===== config.mk =====
export PLATFORM = sky130hd
export DESIGN_NAME = divSqrtUnit
export DESIGN_NICKNAME = d
export VERILOG_FILES = /design/src/logic/divSqrtPkg.sv /design/src/logic/operandSelect.sv /design/src/logic/divSqrtLane.sv /design/src/logic/excFlags.sv /design/src/logic/divSqrtUnit.sv
export SDC_FILE = /design/constraint.sdc
export NUM_CORES = 1
export LEC_CHECK = 0
export BUFFER_PORTS_ARGS = -buffer_cell sky130_fd_sc_hd__clkbuf_2
export CORE_MARGIN = 10
export CORE_UTILIZATION = 55
export CTS_CLUSTER_SIZE = 28
export DETAILED_ROUTE_END_ITERATION = 6
export HOLD_SLACK_MARGIN = 0.03
export PLACE_DENSITY = 0.77
export SLEW_MARGIN = 20
export SYNTH_ARGS = -nofsm -noshare
export SYNTH_HDL_FRONTEND = slang
export SYNTH_SLANG_ARGS = --single-unit

===== constraint.sdc =====
create_clock -name clk -period 11.07 [get_ports clk]
set_clock_uncertainty 0.15 [all_clocks]
set_input_delay 0.5535 -clock clk [delete_from_list [all_inputs] [get_ports clk]]
set_output_delay 0.5535 -clock clk [all_outputs]
set_load 0.01 [all_outputs]

===== src/logic/divSqrtPkg.sv =====
package divSqrtPkg;

  localparam int dataWidth = 32;  // lane operand width
  localparam int tagWidth  = 10;  // instruction index
  localparam int regWidth  = 9;   // destination register number
  localparam int numFwd    = 3;   // forwarding buses per lane
  localparam int csrWidth  = 32;

  // iteration counts of the lane engine
  localparam int rootWidth = dataWidth / 2;
  localparam int divSteps  = dataWidth;   // one quotient bit per cycle
  localparam int sqrtSteps = rootWidth;   // one root bit per cycle
  localparam int cntWidth  = $clog2(dataWidth);

  // exception flag positions
  localparam int flagWidth   = 2;
  localparam int flagDivZero = 0;
  localparam int flagInexact = 1;

  // the Lo/Hi suffix picks the result lane, both lanes always compute
  typedef enum logic [1:0] {
    opDivLo  = 2'd0,
    opSqrtLo = 2'd1,
    opDivHi  = 2'd2,
    opSqrtHi = 2'd3
  } fuOp_t;

  typedef enum logic [1:0] {
    fromReg  = 2'd0,  // register file value
    fromFwd0 = 2'd1,
    fromFwd1 = 2'd2,
    fromFwd2 = 2'd3
  } fwdSrc_t;

  typedef struct packed {
    fuOp_t               op;
    logic [tagWidth-1:0] tag;
    logic [regWidth-1:0] destReg;
  } issueReq_t;

  typedef struct packed {
    logic [dataWidth-1:0] value;  // quotient or zero-extended root
    logic [dataWidth-1:0] rem;
    logic                 divZero;
    logic                 inexact;
  } laneResult_t;

  // result port of the unit
  typedef struct packed {
    laneResult_t         res;
    logic [tagWidth-1:0] tag;
    logic [regWidth-1:0] destReg;
  } fuOut_t;

endpackage


===== src/logic/operandSelect.sv =====
`timescale 1ns/1ps

module operandSelect (
  input  logic [divSqrtPkg::dataWidth-1:0]                         regVal,
  input  logic [divSqrtPkg::numFwd-1:0][divSqrtPkg::dataWidth-1:0] fwdBus,
  input  divSqrtPkg::fwdSrc_t                                       sel,
  output logic [divSqrtPkg::dataWidth-1:0]                         operand
);
  import divSqrtPkg::*;

  // one copy per lane operand
  // a forwarded result bypasses the register file read
  always_comb begin
    case (sel)
      fromFwd0: operand = fwdBus[0];
      fromFwd1: operand = fwdBus[1];
      fromFwd2: operand = fwdBus[2];
      default:  operand = regVal;  // fromReg
    endcase
  end

endmodule


===== src/logic/divSqrtLane.sv =====
`timescale 1ns/1ps

module divSqrtLane (
  input  logic                             clk,
  input  logic                             rstN,
  input  logic                             start,
  input  logic                             isSqrt,
  input  logic                             flush,
  input  logic [divSqrtPkg::dataWidth-1:0] a,  // dividend or radicand
  input  logic [divSqrtPkg::dataWidth-1:0] b,  // divisor
  output logic                             done,
  output divSqrtPkg::laneResult_t          res
);
  import divSqrtPkg::*;

  typedef enum logic [1:0] {
    idle,
    run,
    finish
  } laneState_t;

  laneState_t state;
  logic [cntWidth-1:0] cnt;
  logic lastStep;

  logic sqrtMode;
  logic [dataWidth-1:0] divisor;
  logic [dataWidth-1:0] acc;  // partial remainder
  logic [dataWidth-1:0] quo;  // operand bits shift out at the top as quotient bits shift in
  logic [rootWidth-1:0] root;

  logic [dataWidth:0] divShift;
  logic [dataWidth:0] divDiff;
  logic divGe;
  logic [dataWidth-1:0] sqShift;
  logic [dataWidth-1:0] sqTrial;
  logic [dataWidth-1:0] sqDiff;
  logic sqGe;

  // restoring division step keeping acc below the divisor
  assign divShift = {acc, quo[dataWidth-1]};
  assign divDiff  = divShift - {1'b0, divisor};
  assign divGe    = divShift >= {1'b0, divisor};

  // square root step on the next pair of radicand bits
  assign sqShift = {acc[dataWidth-3:0], quo[dataWidth-1 -: 2]};
  assign sqTrial = {{(dataWidth - rootWidth - 2){1'b0}}, root, 2'b01};  // 4*root + 1
  assign sqDiff  = sqShift - sqTrial;
  assign sqGe    = sqShift >= sqTrial;

  assign lastStep = sqrtMode ? (cnt == cntWidth'(sqrtSteps - 1))
                             : (cnt == cntWidth'(divSteps - 1));

  always_ff @(posedge clk) begin
    if (!rstN) begin
      state <= idle;
      cnt   <= '0;
      done  <= 1'b0;
    end else if (flush) begin
      state <= idle;  // drop the operation without done
      cnt   <= '0;
      done  <= 1'b0;
    end else begin
      done <= 1'b0;
      case (state)
        idle: begin
          if (start) begin
            state <= run;
            cnt   <= '0;
          end
        end
        run: begin
          cnt <= cnt + 1'b1;
          if (lastStep) state <= finish;
        end
        finish: begin
          done  <= 1'b1;
          state <= idle;
        end
        default: state <= idle;
      endcase
    end
  end

  always_ff @(posedge clk) begin
    case (state)
      idle: begin
        if (start) begin
          sqrtMode <= isSqrt;
          divisor  <= b;
          quo      <= a;
          acc      <= '0;
          root     <= '0;
        end
      end
      run: begin
        if (sqrtMode) begin
          acc  <= sqGe ? sqDiff : sqShift;
          quo  <= {quo[dataWidth-3:0], 2'b00};
          root <= {root[rootWidth-2:0], sqGe};
        end else begin
          acc <= divGe ? divDiff[dataWidth-1:0] : divShift[dataWidth-1:0];
          quo <= {quo[dataWidth-2:0], divGe};
        end
      end
      finish: begin
        // a zero divisor passes every trial so quo ends up all ones and acc holds the dividend
        if (sqrtMode) res.value <= {{(dataWidth - rootWidth){1'b0}}, root};
        else res.value <= quo;
        res.rem     <= acc;  // radicand minus root squared for sqrt
        res.divZero <= !sqrtMode && (divisor == '0);
        res.inexact <= acc != '0;
      end
      default: ;
    endcase
  end

endmodule


===== src/logic/excFlags.sv =====
`timescale 1ns/1ps

module excFlags (
  input  logic                             clk,
  input  logic                             rstN,
  input  logic                             valid,
  input  logic                             divZero,
  input  logic                             inexact,
  input  logic [divSqrtPkg::csrWidth-1:0]  csr,
  input  logic                             clearFlags,
  output logic [divSqrtPkg::flagWidth-1:0] flags,
  output logic                             trap
);
  import divSqrtPkg::*;

  logic [flagWidth-1:0] raised;
  logic [flagWidth-1:0] trapEn;

  always_comb begin
    raised              = '0;
    raised[flagDivZero] = valid & divZero;
    raised[flagInexact] = valid & inexact;
  end

  assign trapEn = csr[flagWidth-1:0];  // per-flag trap enables

  always_ff @(posedge clk) begin
    if (!rstN) begin
      flags <= '0;
      trap  <= 1'b0;
    end else begin
      if (clearFlags) flags <= '0;  // wins over a flag raised this cycle
      else flags <= flags | raised;
      trap <= |(raised & trapEn);
    end
  end

endmodule


===== src/logic/divSqrtUnit.sv =====
`timescale 1ns/1ps

module divSqrtUnit (
  input  logic                                                     clk,
  input  logic                                                     rstN,
  input  logic                                                     issueEn,
  input  divSqrtPkg::issueReq_t                                     req,
  input  logic [divSqrtPkg::dataWidth-1:0]                         loA,
  input  logic [divSqrtPkg::dataWidth-1:0]                         loB,
  input  logic [divSqrtPkg::dataWidth-1:0]                         hiA,
  input  logic [divSqrtPkg::dataWidth-1:0]                         hiB,
  input  divSqrtPkg::fwdSrc_t                                       fwdLoA,
  input  divSqrtPkg::fwdSrc_t                                       fwdLoB,
  input  divSqrtPkg::fwdSrc_t                                       fwdHiA,
  input  divSqrtPkg::fwdSrc_t                                       fwdHiB,
  input  logic [divSqrtPkg::numFwd-1:0][divSqrtPkg::dataWidth-1:0] fwdBusLo,
  input  logic [divSqrtPkg::numFwd-1:0][divSqrtPkg::dataWidth-1:0] fwdBusHi,
  input  logic                                                     flush,
  input  logic [divSqrtPkg::csrWidth-1:0]                          csr,
  input  logic                                                     clearFlags,
  output logic                                                     pause,
  output logic                                                     outValid,
  output divSqrtPkg::fuOut_t                                        result,
  output logic [divSqrtPkg::flagWidth-1:0]                         flags,
  output logic                                                     trap
);
  import divSqrtPkg::*;

  typedef enum logic {
    idle,
    busy
  } unitState_t;

  unitState_t state;
  issueReq_t held;  // request in flight
  logic start;
  logic accept;
  logic finishNow;
  logic isSqrt;
  logic hiSel;

  logic [dataWidth-1:0] selLoA, selLoB, selHiA, selHiB;
  logic [dataWidth-1:0] opLoA, opLoB, opHiA, opHiB;

  logic doneLo;
  laneResult_t resLo, resHi, resSel;

  assign pause     = state == busy;
  assign accept    = issueEn && !pause && !flush;  // refused issues are not queued
  assign finishNow = (state == busy) && doneLo && !flush;
  assign isSqrt    = (held.op == opSqrtLo) || (held.op == opSqrtHi);
  assign hiSel     = (held.op == opDivHi) || (held.op == opSqrtHi);
  assign resSel    = hiSel ? resHi : resLo;

  operandSelect selLoAInst (.regVal(loA), .fwdBus(fwdBusLo), .sel(fwdLoA), .operand(selLoA));
  operandSelect selLoBInst (.regVal(loB), .fwdBus(fwdBusLo), .sel(fwdLoB), .operand(selLoB));
  operandSelect selHiAInst (.regVal(hiA), .fwdBus(fwdBusHi), .sel(fwdHiA), .operand(selHiA));
  operandSelect selHiBInst (.regVal(hiB), .fwdBus(fwdBusHi), .sel(fwdHiB), .operand(selHiB));

  always_ff @(posedge clk) begin
    if (!rstN) begin
      state    <= idle;
      start    <= 1'b0;
      outValid <= 1'b0;
    end else begin
      start    <= accept;
      outValid <= finishNow;
      case (state)
        idle: if (accept) state <= busy;
        busy: if (flush || outValid) state <= idle;  // pause held through the outValid cycle
        default: state <= idle;
      endcase
    end
  end

  // operands and tags captured at acceptance
  always_ff @(posedge clk) begin
    if (accept) begin
      held  <= req;
      opLoA <= selLoA;
      opLoB <= selLoB;
      opHiA <= selHiA;
      opHiB <= selHiB;
    end
    if (finishNow) begin
      result.res     <= resSel;
      result.tag     <= held.tag;
      result.destReg <= held.destReg;
    end
  end

  divSqrtLane laneLo (
    .clk    (clk),
    .rstN   (rstN),
    .start  (start),
    .isSqrt (isSqrt),
    .flush  (flush),
    .a      (opLoA),
    .b      (opLoB),
    .done   (doneLo),
    .res    (resLo)
  );

  divSqrtLane laneHi (
    .clk    (clk),
    .rstN   (rstN),
    .start  (start),
    .isSqrt (isSqrt),
    .flush  (flush),
    .a      (opHiA),
    .b      (opHiB),
    .done   (),  // runs in lockstep with laneLo
    .res    (resHi)
  );

  // fed ahead of the output register so flags and trap line up with outValid
  excFlags excFlagsInst (
    .clk        (clk),
    .rstN       (rstN),
    .valid      (finishNow),
    .divZero    (resSel.divZero),
    .inexact    (resSel.inexact),
    .csr        (csr),
    .clearFlags (clearFlags),
    .flags      (flags),
    .trap       (trap)
  );

endmodule


## Word level (Yosys, flattened, before mapping)

Cells that the tools add are included.

| operators by class | value |
|---|---|
| $lt $le $gt $ge | 4 |
| $add $sub $neg | 6 |
| reductions and logical operators | 32 |
| bitwise gates (word level) | 6 |
| muxes and demuxes | 41 |
| equality and inequality tests | 29 |

Operator list:

| cell | count |
|---|---|
| 32-bit case mux with 3 select lines | 4 |
| 32-bit 2-to-1 mux | 11 |
| 32-bit case mux with 2 select lines | 4 |
| 16-bit 2-to-1 mux | 5 |
| 33-bit by 32-bit >= comparator with 1-bit output | 2 |
| 66-bit 2-to-1 mux | 1 |
| 32-bit by 18-bit >= comparator with 1-bit output | 2 |
| 32-bit zero test | 2 |
| 16-bit case mux with 2 select lines | 2 |
| 32-bit nonzero test | 2 |
| 32-bit by 18-bit subtractor with 32-bit output | 2 |
| 32-bit subtractor | 2 |
| 2-bit equality test (second input constant) | 12 |
| 5-bit case mux with 2 select lines | 2 |
| 2-bit by 1-bit equality test with 1-bit output (second input constant) | 7 |
| 2-bit AND reduction | 6 |
| 5-bit by 1-bit adder with 5-bit output (second input constant) | 2 |
| 5-bit by 4-bit equality test with 1-bit output (second input constant) | 2 |
| 5-bit equality test (second input constant) | 2 |
| 2-bit by 1-bit != test with 1-bit output (second input constant) | 4 |
| 2-bit case mux with 2 select lines | 2 |
| 1-bit logical AND | 6 |
| 2-bit 2-to-1 mux | 3 |
| 3-bit AND reduction | 2 |
| 13 further kinds | 29 |

| word-level totals | value |
|---|---|
| input port bits | 386 |
| register bits after elaboration | 613 |
| logic and storage cells | 161 |
| output and inout bits | 90 |

## Depth between registers and ports, before layout

| logic depth | value |
|---|---|
| word-level depth | 6 |
| depth in mapped cells | 14 |
| gate-level depth less buffers | 13 |

## By module

Synthesis repeated with hierarchy kept, for this count alone.

| second synthesis, totals | value |
|---|---|
| cell total of the unflattened synthesis | 2534 |
| area total of the unflattened synthesis | 33121.8 µm² |

By module, submodules not included:

| module | times used | cells an instance | area an instance (µm²) |
|---|---|---|---|
| divSqrtLane at laneHi | 1 | 1034 | 10854.2 |
| divSqrtLane at laneLo | 1 | 1013 | 10817.9 |
| divSqrtUnit | 1 | 320 | 8092.8 |
| operandSelect | 4 | 39 | 814.5 |
| excFlags | 1 | 11 | 98.8 |

## Worst setup path after synthesis

Ideal clock, no wire load.

| timing path | value |
|---|---|
| path type | input port to flip-flop |
| start | input port issueEn |
| end | register held[0] (netlist name), enable pin |
| stages on the path | 2 |
| arrival | 6.824 ns |
| buffers on the path | 0 |
| setup time | 0.659 ns |
| path slack | 3.437 ns |
| path through | nand2b_1 nor2_1 |

| between the ends | value |
|---|---|
| word-level cells in the longest chain between the ends | 2 |

RTL lines:

| item | line | RTL |
|---|---|---|
| start, declared | divSqrtUnit.sv:6 | `input logic issueEn,` |
| 1-bit logical AND (2 in series) | divSqrtUnit.sv:49 | `assign accept = issueEn && !pause && !flush;` |
| net accept | divSqrtUnit.sv:37 | `logic accept;` |
| end signal, assigned | divSqrtUnit.sv:79 | `held <= req;` |
| end, declared | divSqrtUnit.sv:35 | `issueReq_t held;` |

The timed path passes the listed nets, and every way through them passes these cells.
A chain may end at the register's enable or synchronous reset.

## Final worst setup path

| timing path | value |
|---|---|
| start | register laneHi.divisor[20] |
| end | register laneHi.acc[4], data pin |

| between the ends | value |
|---|---|
| word-level cells in the longest chain between the ends | 4 |

RTL lines:

| item | line | RTL |
|---|---|---|
| start, declared | divSqrtLane.sv:27 | `logic [dataWidth-1:0] divisor;` |
| start signal, assigned | divSqrtLane.sv:90 | `divisor <= b;` |
| 33-bit by 32-bit >= comparator with 1-bit output | divSqrtLane.sv:43 | `assign divGe = divShift >= {1'b0, divisor};` |
| 32-bit 2-to-1 mux | divSqrtLane.sv:102 | `acc <= divGe ? divDiff[dataWidth-1:0] : divShift[dataWidth-1:0];` |
| 32-bit 2-to-1 mux | divSqrtLane.sv:97 | `if (sqrtMode) begin` |
| 32-bit case mux with 2 select lines | divSqrtLane.sv:86 | `case (state)` |
| end signal, assigned | divSqrtLane.sv:98 | `acc <= sqGe ? sqDiff : sqShift;` |
| end signal, assigned | divSqrtLane.sv:102 |  |
| end, declared | divSqrtLane.sv:28 | `logic [dataWidth-1:0] acc;` |

No other way between the ends.

==> metrics.md <==
| Metric | Value |
|---|---|
| CP Cell Sequence | `inv_1, ha_1, a21o_1, o21bai_1, a31oi_1, o21ai_1, a2111oi_0, o21a_2, nor2_1, a211oi_1, a311oi_1` |
| RSZ-0062 raised after global routing | `false` |
| # resized after CTS | `0` |
| Drt first pass iters | `6` |
| Max incr delay on CP | `840 ps` |
| Crit end category | `flip-flop` |
| Area growth, synth to finish | `16.3%` |
| Async SR Flop Fraction | `0%` |
| Reg power frac | `48.8%` |
| Setup crit start kind | `flip-flop` |
| Syn. warnings | `0` |
| DR vias/cell | `6.34` |
| Int Pwr | `4.14 mW` |
| Gr ovfl total | `0` |
| Share of layout cells above drive strength 1 | `28.3%` |
| Initial DRC count | `2886` |
| Clock Latency Late Sink | `630 ps` |
| Final worst slack | `6850 ps` |
| Worst Setup Path Type | `reg2reg` |
| CP max-delay cell | `o21a_2` |
| Vias in the first global route | `23800` |
| Nets@finish | `3445` |
| Slew Limit Fails | `0` |
| Highest Clock Rate | `237 MHz` |
| Run status | `finished, final reports clean` |
| Longest Clk Path Bufs | `3` |
| Sw frac | `24.4%` |
| Synth Register Bits | `613` |
| Min Tclk post-route | `4220 ps` |
| Period utilisation layout | `38.1%` |
| Post-synthesis cell type count | `95` |
| Chip Width | `263 µm` |
| Hold Fails Final Rpt | `0` |
| # Max-Cap Violations | `0` |
| DR DRC count | `0` |
| Tightest Hold Check Type | `in2reg` |
| DR vias | `24000` |
| Synth Flop Type | `edfxtp_1` |
| Pwr dens | `144 nW/µm²` |
| Peak supply drop | `0.000151 V` |
| Gr usage total | `29.4%` |
| Clock buffer count from CTS | `66` |
| Synthesized area | `32600 µm²` |
| Pre-CTS setup slack | `6910 ps` |
| Port bufs | `445` |
| CTS tree | `built` |
| Hpwl dp | `80200 µm` |
| Crit path required time | `11250 ps` |
| Syn Nets | `3013` |
| Setup TNS | `0 ps` |
| Clock transition at path regs | `60 ps` |
| Setup bufs post-CTS | `0` |
| Hold slack | `56.8 ps` |
| Starting Density | `55.4%` |
| Clock network power share | `40.7%` |
| Critical Path AT | `4400 ps` |
| LEAKAGE | `14.5 nW` |
| IO Pins | `476` |
| Setup violators final | `0` |
| Root Buffer Master | `clkbuf_16` |
| Number of flops mapped to enable cells by yosys | `592` |
| Combinational share of power | `10.5%` |
| DIE HEIGHT | `263 µm` |
| Critical path fanouts, max | `47` |
| Wire per inst | `27.6 µm` |
| H-tree levels | `3` |
| CTS sink cnt | `613` |
| Die area | `69300 µm²` |
| Worst Tran Pin Value | `999 ps` |
| First-pass GRT wire length | `155000 µm` |
| Core area | `58800 µm²` |
| NetSw | `1.33 mW` |
| Rows | `89` |
| Synth Instances | `2523` |
| Final ANT Viol Nets | `0` |
| Seq/Total Area, Yosys | `55.9%` |
| Slew headroom | `33.4%` |
| Initial antenna violation count | `2` |
| Largest net degree at the start of global routing | `100` |
| DRT Wirelength | `105000 µm` |
| GPL Wtd Cong | `0.959` |
| Mapped Avg Cell Area | `12.9 µm²` |
-- kinds of logic after synthesis --
family          count (synthesis)  synth area share, %
fa+ha+maj                     104                 4.04
xor+xnor                       98                 2.64
mux                           279                 13.9
compound gates                543                 10.9
flops                         613                 55.9
simple gates                  634                 9.61
buf+inv                       252                 3.03
-- flip-flops by register name, summed over array words and instances (netlist names), 16 cells and up --
| signal | flops |
|---|---|
| laneLo.acc | 32 |
| laneLo.res | 66 |
| laneLo.divisor | 32 |
| laneHi.quo | 32 |
| opHiB | 32 |
| laneHi.divisor | 32 |
| opLoA | 32 |
| result | 85 |
| opLoB | 32 |
| opHiA | 32 |
| held | 21 |
| laneHi.root | 16 |
| laneHi.acc | 32 |
| laneHi.res | 66 |
| laneLo.quo | 32 |
| laneLo.root | 16 |
-- synthesized netlist by cell type (all sizes together) (5+ instances only) --
master / count / area share, %
a211o: 6 / 0.16
a211oi: 37 / 0.91
a21boi: 6 / 0.14
a21o: 38 / 0.88
a21oi: 162 / 2.5
a221oi: 13 / 0.46
a311oi: 18 / 0.48
a31o: 5 / 0.13
a31oi: 9 / 0.17
and2: 12 / 0.23
and3: 19 / 0.37
and4: 6 / 0.16
buf: 44 / 0.63
clkbuf: 81 / 0.93
dfxtp: 21 / 1.3
edfxtp: 592 / 55
ha: 102 / 3.9
inv: 127 / 1.5
mux2: 100 / 3.5
mux2i: 51 / 1.6
mux4: 128 / 8.9
nand2: 197 / 2.3
nand2b: 20 / 0.38
nand3: 22 / 0.34
nand4: 38 / 0.73
nor2: 156 / 1.8
nor2b: 42 / 0.83
nor3: 36 / 0.58
nor4: 31 / 0.63
o211ai: 14 / 0.32
o21a: 20 / 0.46
o21ai: 128 / 2.0
o21bai: 22 / 0.52
o22ai: 19 / 0.37
o31ai: 7 / 0.22
or2: 9 / 0.18
or3: 20 / 0.40
or4: 9 / 0.23
xnor2: 60 / 1.6
xor2: 38 / 1.0
-- metrics by stage --
| step | total power [mW] | util, % | area, µm² | std cells |
|---|---|---|---|---|
| floorplan | 3.06 | - | 32600 | 2523 |
| global route | 5.64 | 64.4 | 37900 | 3782 |
| detailed placement | 3.28 | 60.3 | 35500 | 3638 |
| CTS | 5.48 | 64.4 | 37900 | 3781 |
| global placement | 3.27 | 60.3 | 35500 | 3638 |
| finish | 5.47 | 64.4 | 37900 | 3783 |
-- final cells by class --
class,instances,area (µm²)
Antenna cell,2,5.00
Clock buffer,78,1740
Clock inverter,43,450
Fill cell,4482,20900
Inverter,127,477
Multi-Input combinational cell,1658,13400
Sequential cell,613,18200
Tap cell,773,967
Timing Repair Buffer,489,2620
-- path summary, 6_finish.rpt --
check / slack, ps / from / to / cells past startpoint
hold / removal: 60 / clearFlags / excFlagsInst.flags[1] / 3
setup reg to reg: 6850 / laneHi.divisor[20] / laneHi.acc[4] / 11
setup / recovery: 6850 / laneHi.divisor[20] / laneHi.acc[4] / 11
hold reg to reg: 260 / opLoB[6] / laneLo.divisor[6] / 0
-- critical path, delay by kind of cell (launching register included) --
family / cells / cell delay (ps)
fa+ha+maj: 1 / 420
simple gates: 1 / 110
compound gates: 8 / 2600
flops: 1 / 530
buf+inv: 1 / 80
-- cell usage in the layout, fill, tap and decap left out, types with 68 or more instances in the layout --
master / count
inv_1: 124
clkbuf_2: 444
mux4_2: 128
nor2_1: 152
a21oi_1: 161
o21ai_0: 106
edfxtp_1: 592
ha_1: 102
clkbuf_16: 68
mux2_2: 98
nand2_1: 196
-- routing by layer --
metal / GRT usage, % / routed length (µm) / share of wire [%] / vias to the layer above
li1: - / - / - / 10600
met1: 42.1 / 44600 / 43 / 12000
met2: 45.6 / 48600 / 47 / 1237
met3: 6.11 / 9220 / 8.8 / 135
met4: 6.60 / 2090 / 2.0 / 0
met5: 0 / 0 / 0 / -
-- power groups by stage --
stage | clock network, mW | registers (mW) | logic, mW
4_1_cts | 2.24 | 2.67 | 0.571
3_5_place_dp | 0 | 2.72 | 0.559
2_1_floorplan | 0 | 2.69 | 0.368
5_1_grt | 2.34 | 2.67 | 0.622
6_report | 2.22 | 2.67 | 0.576
3_3_place_gp | 0 | 2.71 | 0.553
-- repair_timing --
action	4_1_cts	5_1_grt
hold endpoints to repair	22	0
hold buffers	22	0
setup endpoints to repair	0	0
(Power assumes the default switching activity.)
